**src/verilog/bus_pkg.sv**
```systemverilog
package bus_pkg;

    // ##################################################
    // data path widths
    // ##################################################

    localparam int word_w = 32;                        // bus data width.
    localparam int lanes = 4;                          // byte lanes per word.
    localparam int byte_w = word_w / lanes;
    localparam int wait_w = 3;                         // up to 7 wait states.

    // ##################################################
    // bus types
    // ##################################################

    typedef logic [31:0] bus_addr_t;
    typedef logic [word_w-1:0] bus_word_t;
    typedef logic [lanes-1:0] byte_en_t;
    typedef logic [wait_w-1:0] wait_cnt_t;

endpackage

```
**src/verilog/mem_map_pkg.sv**
```systemverilog
package mem_map_pkg;

    // ##################################################
    // boot window in the processor address map
    // ##################################################

    // first bus address of the RAM, the MIPS reset vector.
    localparam logic [31:0] window_base = 32'hBFC00000;

    localparam int ram_bytes = 256;                    // size of the array.

    // ##################################################
    // address widths inside the window
    // ##################################################

    localparam int byte_addr_w = $clog2(ram_bytes);    // byte address.
    localparam int word_index_w = byte_addr_w - 2;     // word index, four bytes per word.

endpackage
```
**src/verilog/bus_slave.sv**
```systemverilog
module bus_slave (
    input  logic                                clk,
    input  logic                                arst_n,
    input  bus_pkg::bus_addr_t                  address,
    input  logic                                read,
    input  logic                                write,
    input  bus_pkg::bus_word_t                  writedata,
    input  bus_pkg::byte_en_t                   byteenable,
    output bus_pkg::bus_word_t                  readdata,
    output logic                                waitrequest,
    input  bus_pkg::wait_cnt_t                  wait_states,
    input  logic                                ld_we,
    output logic                                busy,
    output logic                                bus_we,
    output logic [mem_map_pkg::byte_addr_w-1:0] bus_addr,
    output bus_pkg::bus_word_t                  bus_data,
    output bus_pkg::byte_en_t                   bus_be,
    output logic                                rd_en,
    output logic [mem_map_pkg::byte_addr_w-1:0] rd_addr,
    input  bus_pkg::bus_word_t                  rd_data
);

    logic               req;
    logic               accept;
    logic               in_window;
    bus_pkg::bus_addr_t offset;
    bus_pkg::wait_cnt_t wait_cnt;
    logic               zero_q;

    // ##################################################
    // window decode
    // ##################################################

    assign offset    = address - mem_map_pkg::window_base;
    assign in_window = offset < mem_map_pkg::ram_bytes;    // below base wraps high.

    // ##################################################
    // wait states and load stall
    // ##################################################

    assign req         = read | write;
    assign busy        = req;
    assign waitrequest = req & ((wait_cnt < wait_states) | ld_we);
    assign accept      = req & ~waitrequest;

    always_ff @(posedge clk or negedge arst_n) begin
        if (!arst_n) begin
            wait_cnt <= '0;
        end else if (accept || !req) begin
            wait_cnt <= '0;                            // restart for the next request.
        end else if (wait_cnt < wait_states) begin
            wait_cnt <= wait_cnt + 1'b1;               // holds at the limit during a stall.
        end
    end

    // ##################################################
    // issue to the array
    // ##################################################

    assign bus_we   = accept & write & in_window;      // out of window is dropped.
    assign bus_addr = offset[mem_map_pkg::byte_addr_w-1:0];
    assign bus_data = writedata;
    assign bus_be   = byteenable;

    assign rd_en   = accept & read & in_window;
    assign rd_addr = offset[mem_map_pkg::byte_addr_w-1:0];

    // remembers whether the last accepted read missed the window.
    always_ff @(posedge clk or negedge arst_n) begin
        if (!arst_n) begin
            zero_q <= 1'b1;
        end else if (accept && read) begin
            zero_q <= !in_window;
        end
    end

    assign readdata = zero_q ? '0 : rd_data;

    rw_exclusive: assert property (
        @(posedge clk) disable iff (!arst_n) !(read && write)
    ) else $error("read and write requested together.");

    addr_held: assert property (
        @(posedge clk) disable iff (!arst_n) waitrequest |=> $stable(address)
    ) else $error("address changed while waitrequest was high.");

endmodule

```
**config.mk**
```make
export PLATFORM = sky130hd
export DESIGN_NAME = bus_slave
export DESIGN_NICKNAME = d
export VERILOG_FILES = /design/src/verilog/bus_pkg.sv /design/src/verilog/mem_map_pkg.sv /design/src/verilog/bus_slave.sv
export SDC_FILE = /design/constraint.sdc
export NUM_CORES = 1
export LEC_CHECK = 0
export BUFFER_PORTS_ARGS = -buffer_cell sky130_fd_sc_hd__buf_4
export CORE_AREA = 2 2 75 77
export CTS_CLUSTER_DIAMETER = 120
export DETAILED_ROUTE_END_ITERATION = 10
export DIE_AREA = 0 0 77 79
export PLACE_DENSITY_LB_ADDON = 0.08
export SLEW_MARGIN = 20
export SYNTH_ARGS = -nofsm -noshare
export SYNTH_HDL_FRONTEND = slang
export SYNTH_SLANG_ARGS = --single-unit
```
**constraint.sdc**
```tcl
create_clock -name clk -period 3.05 [get_ports clk]
set_input_delay 0.305 -clock clk [delete_from_list [all_inputs] [get_ports clk]]
set_output_delay 0.305 -clock clk [all_outputs]
set_load 0.02 [all_outputs]
```
==> run summary, run 1 <==
### Routing
• final routed DRC violation total: 0
• average wire per standard cell: 12.7 um
• total routed wirelength: 3.16 mm
• vias: 986
• first-pass iteration count of the detailed router: 4
• vias per cell: 3.98
• initial drt markers: 7
• final antenna-violating net count: 0

### Job
• count of max-cap constraint violations: 0

### Layout
• Final nets: 288
• share of final-layout standard cells stronger than drive strength 1: 0.619
• layout overhead on the synthesized area: 50.5%
• total inserted antenna cells: 0

### Global route
• largest net degree at the start of global routing: 34
• GR Overflow Total: 0
• overall fraction of global-route tracks in use: 0.0925
• initial antenna violation count: 0
• wire length of the first global-routing pass: 4.50 mm
• number of global-route vias before repair: 969

### CTS
• post_cts resized: 0
• clk_lat worst skew: 0.22 ns
• number of clock sinks seen by CTS: 4
• CTS buffer count: 3
• buffers inserted by post-CTS timing repair: 0
• clock tree from TritonCTS: yes
• total of hold buffers inserted after clock tree synthesis: 1
• number of buffers between clock root and the deepest sink: 2
• H-tree levels: 1
• clock-pin slew on the worst setup and hold paths: 0.04 ns
• master cell of the clock root buffer: sky130_fd_sc_hd__clkbuf_8

### STA
• Max Freq: 0.455 GHz
• hold violation total from the final report: 0
• number of max-slew violations in the final report: 0
• pin slew with the least headroom to its limit: 0.561 ns
• unrepaired setup endpoints after global routing: false
• Rel. slew slack: 0.626
• Setup Viol. Count Final: 0
• final worst clock skew: 0.00918 ns
• min Tclk post-route: 2.20 ns
• sum of negative setup slack: 0 ns
• period utilisation layout: 0.721

### Pwr
• power per cell area: 422 nW/um^2
• Max IR drop VDD: 0.000246 V
• overall power of the completed layout: 0.612 mW
• Leak Pwr: 0.734 nW

### Setup path
• required time of the worst setup path: 2.74 ns
• largest incremental delay on the critical path: 0.40 ns
• worst-path maximum fanout: 5
• CP max-delay cell: sky130_fd_sc_hd__dfrtp_1
• crit path launch type: flip-flop
• kind of capture point of the worst setup path: output pin
• startpoint-to-endpoint class of the critical path: flip-flop to output pin
• CP cell instances: ha_1 -> a21o_1 -> a31oi_2 -> nor2_1 -> and3_1 -> buf_4
• cell family contributing the most delay on the critical path: compound AO/OA/AOI/OAI gates
• buffer and inverter count on the worst path: 1
• CP arrival: 1.89 ns

### Placement
• I/O Buffers: 99
• HPWL reported at the end of detailed placement: 2.75 mm
• routability cong.: 0.682

### Logic synthesis
• most used flip-flop cell after synthesis: sky130_fd_sc_hd__dfrtp_1
• fraction of registers with async set/reset: 1.00
• largest cells by area after synthesis: sky130_fd_sc_hd__buf_4, sky130_fd_sc_hd__nor2b_1, sky130_fd_sc_hd__dfrtp_1
• netlist area before placement: 965 um^2
• number of enable flip-flop cells after synthesis: 0
• Post-Synthesis Net Count: 238
• number of synthesized register bits: 4
• number of distinct library cells after synthesis: 23
• Cells after Synth: 127
• most common cell in the synthesized netlist: sky130_fd_sc_hd__buf_4
• cell taking the most area after synthesis: sky130_fd_sc_hd__buf_4
• Yosys top cell area share: 0.405
• sequential fraction of the synthesis area: 0.105
• average cell area after synthesis: 7.60 um^2
• most frequent cells after synthesis: sky130_fd_sc_hd__buf_4, sky130_fd_sc_hd__nor2b_1, sky130_fd_sc_hd__inv_1
• warning count from the yosys run: 0

### Floorplanning
• I/O pin count: 196
• die outline width: 77 um
• core region area: 5340 um^2
• die extent in y: 79 um
• initial core utilization: 0.181
• Row Count: 27
• Die Area: 6080 um^2

### Run status
• outcome: finished, final reports clean

### Hold path
• worst hold path type: input pin to flip-flop

==> report_power, final <==
group          switching [mW]  internal (mW)
Sequential             0.0450         0.0766
Clock                  0.0283         0.0893
Combinational           0.181          0.192
Total                   0.254          0.358
==> registers in the layout, summed over array words and instances, names as in the netlist <==
name / count
wait_cnt: 3
zero_q: 1
==> through the flow <==
| step | utilization | instances | hold WS, ns | instance area [um^2] | worst slack, ns |
|---|---|---|---|---|---|
| after CTS | 0.272 | 248 | 0.261 | 1450 | 0.834 |
| final | 0.272 | 248 | 0.265 | 1450 | 0.851 |
| after detailed placement | 0.262 | 243 | 0.106 | 1400 | 1.07 |
| after floorplan | - | 127 | 0.00941 | 965 | 1.25 |
| after global placement | 0.262 | 243 | 0.105 | 1400 | 1.09 |
| after global routing | 0.272 | 248 | 0.264 | 1450 | 0.737 |
==> cells in the final DEF (no fill, tap or decap), drive strengths merged <==
cell type	synthesis	layout
and4b	1	1
nor2b	32	32
nand2b	2	2
dlygate4sd3	0	1
a31oi	4	4
nand3	3	3
and3	2	2
a31o	1	1
buf	52	99
a21oi	2	2
ha	3	3
nor2	3	3
nand2	1	1
nand3b	2	2
dfstp	1	1
nor3	1	1
a21o	1	1
dfrtp	3	3
clkbuf	3	4
nand4b	2	2
nor4	3	3
inv	4	4
nand4	1	1
==> path summary, 6_finish.rpt <==
path	depth (start not counted)	from	to	slack [ns]
worst min-delay path	2	read	zero_q$_DFFE_PN1P_	0.27
min in group asynchronous	2	arst_n	wait_cnt[1]$_DFFE_PN0P_	0.43
max in group asynchronous	2	arst_n	zero_q$_DFFE_PN1P_	2.42
worst max register to register	5	wait_cnt[2]$_DFFE_PN0P_	zero_q$_DFFE_PN1P_	1.45
worst min register to register	2	wait_cnt[0]$_DFFE_PN0P_	wait_cnt[0]$_DFFE_PN0P_	0.58
worst max-delay path	6	wait_cnt[2]$_DFFE_PN0P_	bus_we	0.85
==> layout make-up <==
| class | instances | area [um^2] |
|---|---|---|
| Clock buffer | 4 | 45.0 |
| Fill cell | 606 | 3890 |
| Inverter | 4 | 15.0 |
| Multi-Input combinational cell | 64 | 447 |
| Sequential cell | 4 | 101 |
| Tap cell | 72 | 90.1 |
| Timing Repair Buffer | 100 | 753 |
==> kinds of logic (layout without fill, tap and decap cells) <==
family,count (synthesis),after routing,synth area share
fa+ha+maj,3,3,0.0389
buf+inv,59,108,0.432
compound gates,8,8,0.0597
simple gates,53,53,0.364
flops,4,4,0.105
==> per-layer routing <==
layer  GRT usage  share of wire
met3      0.0534           0.15
met5           0              0
met2       0.191           0.56
met1      0.0689           0.27
met4      0.0321          0.015
(Power assumes the default switching activity.)
==> inputs of run 2 (changes only) <==
--- a/config.mk
+++ b/config.mk
@@ -5,11 +5,12 @@
 export SDC_FILE = /design/constraint.sdc
 export NUM_CORES = 1
 export LEC_CHECK = 0
+export ABC_AREA = 1
 export BUFFER_PORTS_ARGS = -buffer_cell sky130_fd_sc_hd__buf_4
-export CORE_AREA = 2 2 75 77
+export CORE_AREA = 2 2 76 78
 export CTS_CLUSTER_DIAMETER = 120
 export DETAILED_ROUTE_END_ITERATION = 10
-export DIE_AREA = 0 0 77 79
+export DIE_AREA = 0 0 78 80
 export PLACE_DENSITY_LB_ADDON = 0.08
 export SLEW_MARGIN = 20
 export SYNTH_ARGS = -nofsm -noshare
==> constraint.sdc (replaced) <==
create_clock -name clk -period 2 [get_ports clk]
set_input_delay 0.2 -clock clk [delete_from_list [all_inputs] [get_ports clk]]
set_output_delay 0.2 -clock clk [all_outputs]
set_load 0.02 [all_outputs]
==> run summary, run 2 <==
### STA
• min Tclk post-route: 1.78 ns
• Worst Hold Margin: 0.314 ns
• pin slew with the least headroom to its limit: 0.329 ns
• Max Freq: 0.563 GHz
• final worst clock skew: 0.00856 ns
• sum of negative setup slack: 0 ns
• unrepaired setup endpoints after global routing: false
• Rel. slew slack: 0.781
• number of max-slew violations in the final report: 0
• hold violation total from the final report: 0
• Setup Viol. Count Final: 0
• period utilisation layout: 0.889

### CTS
• H-tree levels: 1
• buffers inserted by post-CTS timing repair: 0
• number of buffers between clock root and the deepest sink: 2
• total of hold buffers inserted after clock tree synthesis: 1
• master cell of the clock root buffer: sky130_fd_sc_hd__clkbuf_8
• CTS buffer count: 3
• clk_lat worst skew: 0.22 ns
• clock-pin slew on the worst setup and hold paths: 0.04 ns
• number of clock sinks seen by CTS: 4
• post_cts resized: 0
• clock tree from TritonCTS: yes

### Floorplanning
• die extent in y: 80 um
• I/O pin count: 196
• initial core utilization: 0.206
• Row Count: 27
• Die Area: 6240 um^2
• die outline width: 78 um
• core region area: 5410 um^2

### Pwr
• switching share of power: 0.443
• Max IR drop VDD: 0.000295 V
• switching power: 0.476 mW
• Leak Pwr: 1.01 nW
• Flop pwr share: 0.159
• power per cell area: 667 nW/um^2
• Internal Power: 0.599 mW
• logic gate share of total power: 0.674
• clock network fraction of design power: 0.167

### Setup path
• crit path launch type: flip-flop
• CP arrival: 1.58 ns
• startpoint-to-endpoint class of the critical path: flip-flop to output pin
• kind of capture point of the worst setup path: output pin
• required time of the worst setup path: 1.80 ns
• worst-path maximum fanout: 4

### Global route
• GR Overflow Total: 0
• initial antenna violation count: 0
• overall fraction of global-route tracks in use: 0.0890
• number of global-route vias before repair: 1,039
• largest net degree at the start of global routing: 20
• wire length of the first global-routing pass: 4.56 mm

### Routing
• vias per cell: 3.55
• initial drt markers: 16
• final routed DRC violation total: 0
• average wire per standard cell: 9.27 um
• final antenna-violating net count: 0
• first-pass iteration count of the detailed router: 4
• vias: 1,110
• total routed wirelength: 2.90 mm

### Layout
• Largest regs: wait_cnt x3, zero_q x1
• fill cell instance count of the final layout: 629
• Largest register FFs: 3
• commonest cells after routing, fill and taps aside: sky130_fd_sc_hd__buf_4, sky130_fd_sc_hd__inv_1, sky130_fd_sc_hd__nor2_1
• Final nets: 353
• total inserted antenna cells: 0
• layout overhead on the synthesized area: 44.9%
• share of final-layout standard cells stronger than drive strength 1: 0.481
• register ranked first by flip-flop count: wait_cnt
• most common cell after layout, fill and taps aside: sky130_fd_sc_hd__buf_4

### Logic synthesis
• number of enable flip-flop cells after synthesis: 0
• average cell area after synthesis: 5.79 um^2
• fraction of registers with async set/reset: 1.00
• cell taking the most area after synthesis: sky130_fd_sc_hd__buf_4
• Post-Synthesis Net Count: 303
• warning count from the yosys run: 0
• Cells after Synth: 192
• largest cells by area after synthesis: sky130_fd_sc_hd__buf_4, sky130_fd_sc_hd__inv_1, sky130_fd_sc_hd__nor2_1
• most common cell in the synthesized netlist: sky130_fd_sc_hd__buf_4
• number of distinct library cells after synthesis: 24
• sequential fraction of the synthesis area: 0.0912
• number of synthesized register bits: 4
• most frequent cells after synthesis: sky130_fd_sc_hd__buf_4, sky130_fd_sc_hd__inv_1, sky130_fd_sc_hd__nor2_1, sky130_fd_sc_hd__nand2_1
• netlist area before placement: 1110 um^2
• Yosys top cell area share: 0.351
• most used flip-flop cell after synthesis: sky130_fd_sc_hd__dfrtp_1

### Placement
• routability cong.: 0.682
• I/O Buffers: 99
• HPWL reported at the end of detailed placement: 2.56 mm

### Hold path
• worst hold path type: input pin to asynchronous set/reset pin

### Job
• count of max-cap constraint violations: 0

### Run status
• outcome: finished, final reports clean

run 2: changes by cell type after synthesis, moves of 3 or more:
| cell | previous run | this run |
|---|---|---|
| sky130_fd_sc_hd__inv_1 | 4 | 46 |
| sky130_fd_sc_hd__buf_2 | 0 | 3 |
| sky130_fd_sc_hd__nand2_1 | 1 | 15 |
| sky130_fd_sc_hd__nor2b_1 | 32 | 0 |
| sky130_fd_sc_hd__nand2_2 | 0 | 3 |
| sky130_fd_sc_hd__nor2_1 | 3 | 45 |
| sky130_fd_sc_hd__nor4_2 | 3 | 0 |
| sky130_fd_sc_hd__a31oi_1 | 3 | 0 |
run 2: path summary, 6_finish.rpt:
check	slack (ns)	depth (start not counted)	endpoint	from
setup / recovery	0.22	10	rd_en	wait_cnt[2]$_DFFE_PN0P_
max in group asynchronous	1.49	2	zero_q$_DFFE_PN1P_	arst_n
setup reg to reg	0.66	10	zero_q$_DFFE_PN1P_	wait_cnt[2]$_DFFE_PN0P_
hold / removal	0.31	2	wait_cnt[2]$_DFFE_PN0P_	arst_n
hold reg to reg	0.55	2	wait_cnt[2]$_DFFE_PN0P_	wait_cnt[2]$_DFFE_PN0P_
min in group clk	0.37	6	zero_q$_DFFE_PN1P_	ld_we
run 2: through the flow:
step,instance area (um^2),worst slack [ns],util,total power [mW],instances
finish,1610,0.223,0.298,1.07,313
global route,1610,0.0587,0.298,1.18,313
CTS,1610,0.186,0.298,1.10,313
detailed placement,1560,0.434,0.288,0.909,308
global placement,1560,0.455,0.288,0.923,308
floorplan,1110,0.463,-,0.746,192
run 2: cells by family (layout without fill, tap and decap cells):
group,count (synthesis),count (layout),share of synthesized area
buf+inv,104,153,0.530
fa+ha+maj,3,3,0.0338
flops,4,4,0.0912
compound gates,4,4,0.0237
simple gates,77,77,0.321
run 2: area by class of cell:
cell class                 instances  area, um^2  area share
multi-input combinational         84         420       0.261
tap                               72        90.1      0.0559
sequential                         4         101      0.0629
timing repair buffer             101         773       0.480
clock buffer                       4        45.0      0.0280
inverter                          48         180       0.112
run 2: worst max-delay path, cell delays in order (launching register included):
cell	delay, ns
sky130_fd_sc_hd__dfrtp_1	0.38
sky130_fd_sc_hd__ha_1	0.31
sky130_fd_sc_hd__nand2_1	0.06
sky130_fd_sc_hd__clkinv_1	0.05
sky130_fd_sc_hd__nand2_2	0.05
sky130_fd_sc_hd__nand2_4	0.08
sky130_fd_sc_hd__nand2_4	0.07
sky130_fd_sc_hd__nor2_4	0.08
sky130_fd_sc_hd__nand3_2	0.08
sky130_fd_sc_hd__inv_1	0.06
sky130_fd_sc_hd__buf_4	0.13
run 2: layer usage:
| metal | routed length, um | up-vias | GRT usage |
|---|---|---|---|
| met5 | 0 | - | 0 |
| met4 | 58 | 0 | 0.0246 |
| met3 | 387 | 12 | 0.0452 |
| met2 | 1480 | 72 | 0.156 |
| met1 | 974 | 438 | 0.0939 |
| li1 | - | 588 | - |
run 2: power groups by stage:
stage | combinational (mW) | sequential [mW] | clock [mW]
finish | 0.724 | 0.171 | 0.180
global route | 0.811 | 0.181 | 0.192
detailed placement | 0.735 | 0.174 | 0
CTS | 0.739 | 0.174 | 0.186
global placement | 0.747 | 0.176 | 0
floorplan | 0.608 | 0.138 | 0
