<file path="src/verilog/bus_pkg.sv">
package bus_pkg;

    // ##################################################
    // data path widths
    // ##################################################

    localparam int word_w = 32;                        // bus data width.
    localparam int lanes = 4;                          // byte lanes per word.
    localparam int byte_w = word_w / lanes;
    localparam int wait_w = 3;                         // up to 7 wait states.

    // ##################################################
    // bus types
    // ##################################################

    typedef logic [31:0] bus_addr_t;
    typedef logic [word_w-1:0] bus_word_t;
    typedef logic [lanes-1:0] byte_en_t;
    typedef logic [wait_w-1:0] wait_cnt_t;

endpackage

</file>
<file path="src/verilog/wait_cfg.sv">
module wait_cfg (
    input  logic               clk,
    input  logic               arst_n,
    input  logic               cfg_write,
    input  bus_pkg::wait_cnt_t cfg_wait,
    input  logic               busy,
    output bus_pkg::wait_cnt_t wait_states
);

    logic               pend;
    bus_pkg::wait_cnt_t pend_val;

    // a write during a pending request waits until the bus is idle.
    always_ff @(posedge clk or negedge arst_n) begin
        if (!arst_n) begin
            wait_states <= '0;
            pend        <= 1'b0;
        end else if (cfg_write && !busy) begin
            wait_states <= cfg_wait;
            pend        <= 1'b0;
        end else if (cfg_write) begin
            pend <= 1'b1;                              // newest value wins.
        end else if (pend && !busy) begin
            wait_states <= pend_val;
            pend        <= 1'b0;
        end
    end

    always_ff @(posedge clk) begin
        if (cfg_write && busy) begin
            pend_val <= cfg_wait;
        end
    end

endmodule

</file>
<file path="config.mk">
export PLATFORM = sky130hd
export DESIGN_NAME = wait_cfg
export DESIGN_NICKNAME = d
export VERILOG_FILES = /design/src/verilog/bus_pkg.sv /design/src/verilog/wait_cfg.sv
export SDC_FILE = /design/constraint.sdc
export NUM_CORES = 1
export LEC_CHECK = 0
export ABC_AREA = 1
export ABC_CLOCK_PERIOD_IN_PS = 1300
export BUFFER_PORTS_ARGS = -buffer_cell sky130_fd_sc_hd__buf_2
export CAP_MARGIN = 30
export CORE_AREA = 2 2 39 41
export DETAILED_ROUTE_END_ITERATION = 10
export DIE_AREA = 0 0 41 43
export PLACE_DENSITY = 0.52
export RECOVER_POWER = 100
export SYNTH_ARGS = -nofsm -noshare
export SYNTH_HDL_FRONTEND = slang
export SYNTH_SLANG_ARGS = --single-unit
</file>
<file path="constraint.sdc">
create_clock -name clk -period 1.3 [get_ports clk]
set_clock_uncertainty 0.15 [all_clocks]
set_input_delay 0.26 -clock clk [delete_from_list [all_inputs] [get_ports clk]]
set_output_delay 0.26 -clock clk [all_outputs]
set_load 0.005 [all_outputs]
</file>
==> results of run 1 <==
[area by class of cell]
cell class                 count  area (sq um)  area share [%]
sequential                     7         190.2           47.65
multi-input combinational     20         78.83           19.75
timing repair buffer          10         50.05           12.54
inverter                       9         33.78           8.464
clock buffer                   4         26.28           6.583
tap                           16         20.02           5.016
[sequential cells by signal (all words and copies together) (netlist names)]
name	flops
pend	1
wait_states	3
pend_val	3
[cell usage after synthesis]
library cell	number
edfxtp_1	3
inv_1	8
nand3_1	3
nand2_1	14
inv_2	1
nor2_2	2
nor2_1	1
dfrtp_1	4
[logic make-up after synthesis]
kind of cell           count (synthesis)
buffers and inverters                  9
flip-flops                             7
AND/OR/NAND/NOR                       20
[what timing repair did]
item / CTS / global route
buffers inserted: 0 / 0
endpoints found under the hold margin: 4 / 0
hold buffers: 1 / 0
[worst min path at each step]
stage / from / end / slack [ps] / cells after the start
global placement: arst_n / wait_states[2]$_DFFE_PN0P_ / -80 / 1
CTS: cfg_wait[0] / pend_val[0]$_DFFE_PP_ / 50 / 1
finish: cfg_wait[0] / pend_val[0]$_DFFE_PP_ / 40 / 1
global route: cfg_wait[0] / pend_val[0]$_DFFE_PP_ / 40 / 1
detailed placement: arst_n / wait_states[1]$_DFFE_PN0P_ / -80 / 1
floorplan: arst_n / pend$_DFFE_PN0P_ / -190 / 0
[routing by layer]
layer | wire length [um] | global-route usage (%) | up-vias
met5 | 0 | 0 | -
met4 | 24 | 12.00 | 0
met3 | 39 | 3.665 | 3
met2 | 239 | 10.94 | 9
met1 | 240 | 10.63 | 120
li1 | - | - | 133
[metrics by stage]
| stage | instances | utilization, % |
|---|---|---|
| 6_report | 66 | 28.84 |
| 5_1_grt | 66 | 28.84 |
| 2_1_floorplan | 36 | - |
| 4_1_cts | 66 | 29.57 |
| 3_5_place_dp | 61 | 26.94 |
| 3_3_place_gp | 61 | 26.94 |
[power by group]
part           switching, mW  internal (mW)  total (mW)  leakage [nW]
registers            0.00823          0.255       0.263        0.0778
logic                 0.0373         0.0285      0.0659         0.129
clock network         0.0837          0.117       0.201        0.0150
==> impl_metrics.csv, run 1 <==
group,metric,value,unit
status,status,"finished, final reports clean",
setup_path,endpoint,"wait_states[0]",
setup_path,rrSetupSlack,240,ps
yosys,synthMuxAreaShare,0,%
finish,fill_cells,167,
place,place_ws,234.5,ps
setup_path,cp-startpoint,"wait_states[0]$_DFFE_PN0P_",
yosys,synth_top_area_share,32.52,%
yosys,yosysSeqAreaShare,61.79,%
timing,hold_viol_final,0,
route,drc,0,
job,cap_violations,0,
setup_path,required,890,ps
clock_tree,clock_latency,260,ps
route,vias,265,
yosys,ys.warnings.count,0,
finish,layout_commonest_cell,"nand2_1",
yosys,synthSimpleGateAreaFrac,27.24,%
place,place_area,372.9,sq um
route,wl_per_cell,8.227,um
timing,setup_violations,0,
place,io_buffers,9,
yosys,netlist_area,307.8,sq um
place,hpwl,430.7,um
finish,area_delta_synth_final,29.67,%
clock_tree,cts_root_buf,"clkbuf_4",
worst_hold_path,hold_class,"input pin to register",
floorplanning,dieArea,1763,sq um
power,cellLeakagePower,0.2215,nW
floorplanning,core_area,1384,sq um
setup_path,crit_path_start_kind,"register",
yosys,ys_ff_latch,7,
timing,timing.final.crit_share,89.30,%
yosys,syn_nets,43,
power,p_per_area,1327,nW/um^2
setup_path,critical_path_class,"register to output port",
finish,drive_gt1_share,18.00,%
grt,grt_first_pass_wirelength,986,um
yosys,avgSynthCellArea,8.550,sq um
yosys,synthXorXnorAreaFrac,0,%
clock_tree,clock_sink_count,7,
setup_path,crit_slowest_cell,"dfrtp_1",
setup_path,cp_top_family,"flip-flops",
setup_path,crit_path_max_fanout,2,
setup_path,cp-end-kind,"output port",
floorplanning,die_y,43,um
clock_tree,cts_buffers,3,
floorplanning,io_pins,10,
clock_tree,ctsResizeCount,0,
power,p_total,0.5298,mW
yosys,syn_inst,36,
timing,worstMarginPinSlew,292.4,ps
yosys,synth_compound_area_share,0,%
timing,setup-tns-final,0,ps
place,place.gp.congestion,0.6890,
yosys,synth_top_family_by_area,"simple AND/OR/NAND/NOR gates",
timing,holdWs,42.27,ps
power,ir_drop,377.4,uV
grt,gr-total-overflow,0,
setup_path,r2r_cells,5,
route,dr.first_iter.drc_count,2,
timing,clock.fmax,861.4,MHz
timing,slew_headroom,80.44,%
yosys,yosys.area.top_type,"dfrtp_1",
yosys,synth.area.top_cells,"dfrtp_1 (33%), edfxtp_1 (29%), nand2_1 (17%)",
finish,most-common-layout-cells,"nand2_1 (14), inv_1 (8), clkbuf_1 (5), buf_2 (5), dfrtp_1 (4)",
grt,grt_usage,9.331,%
route,dr.pass1.iters,4,
clock_tree,clockBufferDepth,2,
grt,grt_pass1_vias,261,
clock_tree,tritoncts,"done",
grt,grt_max_degree,7,
setup_path,crit_chain,"buf_2",
route,wirelength,543,um
setup_path,arrival,750,ps
clock_tree,cts.clk_slew.worst_paths,50,ps
setup_path,crit_buf_inv,1,
finish,diodes,0,
setup_path,cpPeakStageDelay,370,ps
yosys,synthAdderAreaFrac,0,%
finish,fin_area,399.1,sq um
route,via_per_inst,4.015,
setup_path,timing.rr.start,"pend$_DFFE_PN0P_",
yosys,ys_types,8,
timing,grt_setup_unrepaired,"no",
timing,maxSlewViolCount,0,
setup_path,cp.depth,1,
finish,finalNetCount,58,
clock_tree,htree_levels,1,
grt,antenna_found_initial,0,
timing,setup_slack,139.1,ps
setup_path,timing.rr.end,"wait_states[0]$_DFFE_PN0P_",
timing,fin_crit,1161,ps
floorplanning,core.rowCount,14,
floorplanning,start_util,22.24,%
floorplanning,die_w,41,um
route,postRouteAntennaNets,0,
Note: power is estimated with default switching activity, not from simulation.
==> inputs of run 2 (changes only) <==
--- a/config.mk
+++ b/config.mk
@@ -6,7 +6,7 @@
 export NUM_CORES = 1
 export LEC_CHECK = 0
 export ABC_AREA = 1
-export ABC_CLOCK_PERIOD_IN_PS = 1300
+export ABC_CLOCK_PERIOD_IN_PS = 1410
 export BUFFER_PORTS_ARGS = -buffer_cell sky130_fd_sc_hd__buf_2
 export CAP_MARGIN = 30
 export CORE_AREA = 2 2 39 41
==> constraint.sdc (replaced) <==
create_clock -name clk -period 1.41 [get_ports clk]
set_clock_uncertainty 0.15 [all_clocks]
set_input_delay 0.282 -clock clk [delete_from_list [all_inputs] [get_ports clk]]
set_output_delay 0.282 -clock clk [all_outputs]
set_load 0.005 [all_outputs]
==> run 2 against run 1 <==
Effect of this change: final cell count unchanged; critical path depth unchanged; core utilization unchanged; hold slack better by 33 ps.
==> impl_metrics.csv, run 2 (synthesis gave the netlist of run 1 again) <==
group,metric,value,unit
route,postRouteAntennaNets,0,
clock_tree,cts_root_buf,"clkbuf_4",
finish,fin_area,399.1,sq um
power,ir_drop,392.9,uV
power,power_frac_comb,12.5,%
clock_tree,post-cts-setup-buffers,0,
timing,setup-tns-final,0,ps
finish,layout_commonest_cell,"nand2_1",
clock_tree,cts_buffers,3,
clock_tree,htree_levels,1,
setup_path,crit_path_start_kind,"register",
power,power_switching,0.1160,mW
timing,maxSlewViolCount,0,
power,p_per_area,1215,nW/um^2
finish,utilization,28.84,%
route,wl_per_cell,8.955,um
timing,clock.fmax,834.6,MHz
setup_path,rrSetupSlack,240,ps
finish,fill_cells,153,
place,place.gp.congestion,0.7220,
power,power.share.switching,23.92,%
place,numPlacedInstances,61,
grt,grt_max_degree,7,
clock_tree,clock_sink_count,7,
floorplanning,die_y,43,um
setup_path,crit_path_max_fanout,2,
floorplanning,die_w,41,um
finish,area_delta_synth_final,29.67,%
finish,drive_gt1_share,16.00,%
setup_path,timing.rr.start,"pend$_DFFE_PN0P_",
power,p_clk_share,37.1,%
finish,diodes,0,
grt,grt_pass1_vias,248,
setup_path,cp_top_family,"flip-flops",
timing,worstMarginPinSlew,262.5,ps
finish,most-common-layout-cells,"nand2_1 (14), inv_1 (8), clkbuf_1 (5), buf_2 (5), dfrtp_1 (4)",
finish,multiInputGateArea,78.83,sq um
grt,antenna_found_initial,0,
job,cap_violations,0,
timing,hold_viol_final,0,
route,via_per_inst,3.803,
setup_path,cp-end-kind,"output port",
grt,grt_usage,9.553,%
place,io_buffers,9,
clock_tree,tritoncts,"done",
setup_path,crit_chain,"buf_2",
clock_tree,clock_latency,250,ps
clock_tree,clockBufferDepth,2,
power,p_int,0.3690,mW
finish,reg_top3,"pend_val: 3 flops, wait_states: 3 flops, pend: 1 flops",
floorplanning,core.rowCount,14,
finish,finalNetCount,58,
place,place_area,372.9,sq um
setup_path,crit_slowest_cell,"dfrtp_1",
floorplanning,dieArea,1763,sq um
clock_tree,cts.clk_slew.worst_paths,50,ps
route,dr.first_iter.drc_count,8,
floorplanning,core_area,1384,sq um
grt,gr-total-overflow,0,
worst_hold_path,hold_class,"input pin to register",
power,seqPwrFrac,50.4,%
finish,stdcell_count,66,
route,vias,251,
floorplanning,start_util,22.24,%
power,cellLeakagePower,0.2196,nW
status,status,"finished, final reports clean",
setup_path,crit_buf_inv,1,
route,dr.pass1.iters,2,
finish,seq_area,190.2,sq um
route,wirelength,591,um
timing,slew_headroom,82.43,%
floorplanning,io_pins,10,
setup_path,critical_path_class,"register to output port",
timing,setup_violations,0,
grt,grt_first_pass_wirelength,1021,um
setup_path,required,980,ps
worst_hold_path,holdCritStartpoint,"cfg_wait[0]",
timing,timing.final.crit_share,84.98,%
timing,grt_setup_unrepaired,"no",
timing,fin_crit,1198,ps
place,hpwl,455.7,um
setup_path,cp-startpoint,"wait_states[0]$_DFFE_PN0P_",
setup_path,cpPeakStageDelay,390,ps
route,drc,0,
setup_path,arrival,770,ps
## run 2: cell types whose count changed in the layout (fill, tap and decap cells not counted)
cell      before  now
inv_2          1    0
clkinv_1       0    1
## run 2: area by class of cell
type | instances | area share, %
flip-flops and latches | 7 | 47.65
multi-input cells | 20 | 19.75
repair buffers | 10 | 12.54
inverters | 9 | 8.464
clock buffers | 4 | 6.583
well taps | 16 | 5.016
## run 2: final timing paths
kind / to / cells after the start
worst max-delay path: wait_states[0] / 1
worst min-delay path: pend_val[0]$_DFFE_PP_ / 1
worst max register to register: wait_states[0]$_DFFE_PN0P_ / 5
worst min register to register: wait_states[2]$_DFFE_PN0P_ / 2
max in group asynchronous: wait_states[0]$_DFFE_PN0P_ / 2
min in group asynchronous: wait_states[2]$_DFFE_PN0P_ / 2
## run 2: worst register-to-register path: stages, from the launching register on
cell and delay (ps):
dfrtp_1 330, nor2_1 50, nor2_1 230, clkinv_1 150, nand2_1 80, nand2_1 60
## run 2: through the flow
stage / setup WS (ps) / power [mW] / hold slack, ps
6_report: 211.8 / 0.4850 / 75.52
5_1_grt: 136.6 / 0.5168 / 62.35
4_1_cts: 209.4 / 0.4933 / 69.98
3_5_place_dp: 308.7 / 0.3119 / -55.16
3_3_place_gp: 321.6 / 0.3105 / -58.72
2_1_floorplan: 512.7 / 0.2777 / -163.6
## run 2: layer usage
metal  GRT usage (%)  part of all wire, %  vias to the layer above
li1                -                    -                      133
met1           11.04                   46                      114
met2           11.25                   50                        4
met3           5.236                  4.2                        0
met4           10.00                    0                        0
met5               0                    0                        -
## run 2: power by group through the flow
stage / registers, mW / clock network, mW / logic (mW)
after global placement: 0.248 / 0 / 0.0627
after detailed placement: 0.248 / 0 / 0.0638
after CTS: 0.245 / 0.182 / 0.0667
after global routing: 0.246 / 0.197 / 0.0733
after floorplan: 0.248 / 0 / 0.0297
final: 0.244 / 0.180 / 0.0609
## run 2: what timing repair did
action,4_1_cts,5_1_grt
hold endpoints to repair,4,0
gates resized for setup,0,0
hold buffers,1,0
==> inputs of run 3 (changes only) <==
--- a/config.mk
+++ b/config.mk
@@ -6,13 +6,13 @@
 export NUM_CORES = 1
 export LEC_CHECK = 0
 export ABC_AREA = 1
-export ABC_CLOCK_PERIOD_IN_PS = 1410
+export ABC_CLOCK_PERIOD_IN_PS = 1000
 export BUFFER_PORTS_ARGS = -buffer_cell sky130_fd_sc_hd__buf_2
 export CAP_MARGIN = 30
 export CORE_AREA = 2 2 39 41
 export DETAILED_ROUTE_END_ITERATION = 10
 export DIE_AREA = 0 0 41 43
-export PLACE_DENSITY = 0.52
+export PLACE_DENSITY = 0.53
 export RECOVER_POWER = 100
 export SYNTH_ARGS = -nofsm -noshare
 export SYNTH_HDL_FRONTEND = slang
==> constraint.sdc (replaced) <==
create_clock -name clk -period 1 [get_ports clk]
set_clock_uncertainty 0.15 [all_clocks]
set_input_delay 0.2 -clock clk [delete_from_list [all_inputs] [get_ports clk]]
set_output_delay 0.2 -clock clk [all_outputs]
set_load 0.005 [all_outputs]
==> run 3 against run 2 <==
Effect of this change: the run now ends with setup timing left; die area is the same; core utilization grew 4.3 points; hold slack gained 4.2 ps; critical path depth is the same; register-to-register slack lost 280 ps; final cell count grew 7.6%; highest routed layer unchanged.
==> impl_metrics.csv, run 3 (synthesis gave the netlist of run 1 again) <==
group,metric,value,unit
setup_path,crit_chain,"buf_2",
floorplanning,start_util,22.24,%
status,failed_checks,"setup timing",
power,p_int,0.5476,mW
setup_path,crit_path_max_fanout,2,
setup_path,timing.rr.end,"wait_states[1]$_DFFE_PN0P_",
place,hpwl,442.4,um
setup_path,critical_path_class,"register to output port",
place,place_area,372.9,sq um
timing,grt_setup_unrepaired,"yes",
setup_path,crit_path_start_kind,"register",
route,via_per_inst,3.873,
finish,most-common-layout-cells,"nand2_1 (12), inv_1 (8), buf_2 (7)",
setup_path,cp-end-kind,"output port",
timing,setup_violations,9,
timing,worstMarginPinSlew,244.2,ps
setup_path,cp.depth,1,
grt,grt_first_pass_wirelength,1124,um
timing,clock.fmax,911.1,MHz
power,seqPwrFrac,48.1,%
setup_path,r2r_cells,5,
floorplanning,core_area,1384,sq um
route,postRouteAntennaNets,0,
grt,grt_pass1_vias,265,
finish,seq_area,190.2,sq um
timing,setup_slack,-97.52,ps
floorplanning,dieArea,1763,sq um
power,power_switching,0.1656,mW
timing,hold_viol_final,0,
setup_path,cp-startpoint,"wait_states[2]$_DFFE_PN0P_",
setup_path,rrSetupSlack,-40,ps
route,dr.first_iter.drc_count,1,
clock_tree,cts_root_buf,"clkbuf_4",
route,wirelength,611,um
grt,antenna_found_initial,0,
floorplanning,die_y,43,um
timing,fin_crit,1098,ps
setup_path,crit_slowest_cell,"dfrtp_1",
worst_hold_path,hold_class,"input pin to register",
finish,reg_top3,"pend_val: 3 flops, wait_states: 3 flops, pend: 1 flops",
finish,fill_cells,161,
status,status,"finished with violations",
power,cellLeakagePower,0.2516,nW
clock_tree,cts_buffers,3,
floorplanning,core.rowCount,14,
clock_tree,clock_latency,240,ps
finish,diodes,0,
power,p_clk_share,34.5,%
setup_path,required,650,ps
place,place.gp.congestion,0.6457,
finish,multiInputGateArea,91.34,sq um
power,p_total,0.7132,mW
setup_path,cp_top_family,"flip-flops",
power,ir_drop,657.5,uV
clock_tree,tritoncts,"done",
floorplanning,die_w,41,um
setup_path,arrival,750,ps
setup_path,timing.rr.start,"pend$_DFFE_PN0P_",
route,vias,275,
finish,area_delta_synth_final,49.19,%
clock_tree,htree_levels,1,
power,power.share.switching,23.22,%
timing,timing.final.crit_share,109.8,%
clock_tree,clockBufferDepth,2,
finish,finalNetCount,63,
grt,grt_usage,9.949,%
route,drc,0,
grt,grt_max_degree,7,
timing,maxSlewViolCount,0,
floorplanning,io_pins,10,
finish,drive_gt1_share,29.09,%
clock_tree,clock_sink_count,7,
finish,fin_area,459.2,sq um
job,cap_violations,0,
route,dr.pass1.iters,2,
clock_tree,cts.clk_slew.worst_paths,50,ps
power,p_per_area,1553,nW/um^2
grt,gr-total-overflow,0,
setup_path,endpoint,"wait_states[2]",
setup_path,cpPeakStageDelay,370,ps
setup_path,crit_buf_inv,1,
timing,holdWs,79.69,ps
power,power_frac_comb,17.4,%
timing,slew_headroom,83.66,%
finish,layout_commonest_cell,"nand2_1",
route,wl_per_cell,8.606,um
place,io_buffers,9,
==> run 3: power by group through the flow <==
stage / logic (mW) / clock network, mW / registers, mW
final: 0.124 / 0.246 / 0.343
after global routing: 0.145 / 0.288 / 0.345
after CTS: 0.111 / 0.261 / 0.342
after detailed placement: 0.0892 / 0 / 0.349
after global placement: 0.0883 / 0 / 0.348
after floorplan: 0.0419 / 0 / 0.350
==> run 3: layer usage <==
metal | part of all wire, % | up-vias | GRT usage [%] | wire length [um]
li1 | - | 145 | - | -
met1 | 41 | 125 | 12.00 | 252
met2 | 56 | 5 | 13.75 | 341
met3 | 2.8 | 0 | 3.141 | 17
met4 | 0 | 0 | 8.000 | 0
met5 | 0 | - | 0 | 0
==> run 3: how the worst min path moves through the flow <==
stage                      startpoint                          to  slack [ps]  cells past startpoint
final                            busy            pend$_DFFE_PN0P_          80                      3
after global routing             busy            pend$_DFFE_PN0P_          80                      3
after CTS                 cfg_wait[1]       pend_val[1]$_DFFE_PP_         -10                      1
after detailed placement       arst_n  wait_states[2]$_DFFE_PN0P_        -140                      1
after global placement         arst_n  wait_states[2]$_DFFE_PN0P_        -140                      1
after floorplan                arst_n            pend$_DFFE_PN0P_        -250                      0
==> run 3: cell type report <==
type	count	area share [%]
clock buffer	4	5.722
inverter	9	7.357
multi-input combinational	20	19.89
sequential	7	41.42
tap	16	4.360
timing repair buffer	15	21.25
==> run 3: per-stage QoR <==
stage	std cells	util (%)	setup slack (ps)	TNS, ps
detailed placement	61	26.94	3.229	0
floorplan	36	-	102.7	0
CTS	68	30.65	-99.47	-291.4
global placement	61	26.94	17.73	0
finish	71	33.18	-97.52	-380.2
global route	71	33.18	-143.8	-727.9
==> run 3: what timing repair did <==
action	in CTS	in global routing
gates resized for setup	0	4
pin swaps	0	1
hold endpoints to repair	7	3
endpoints found under the setup margin	3	6
buffers inserted	2	1
hold buffers	1	3
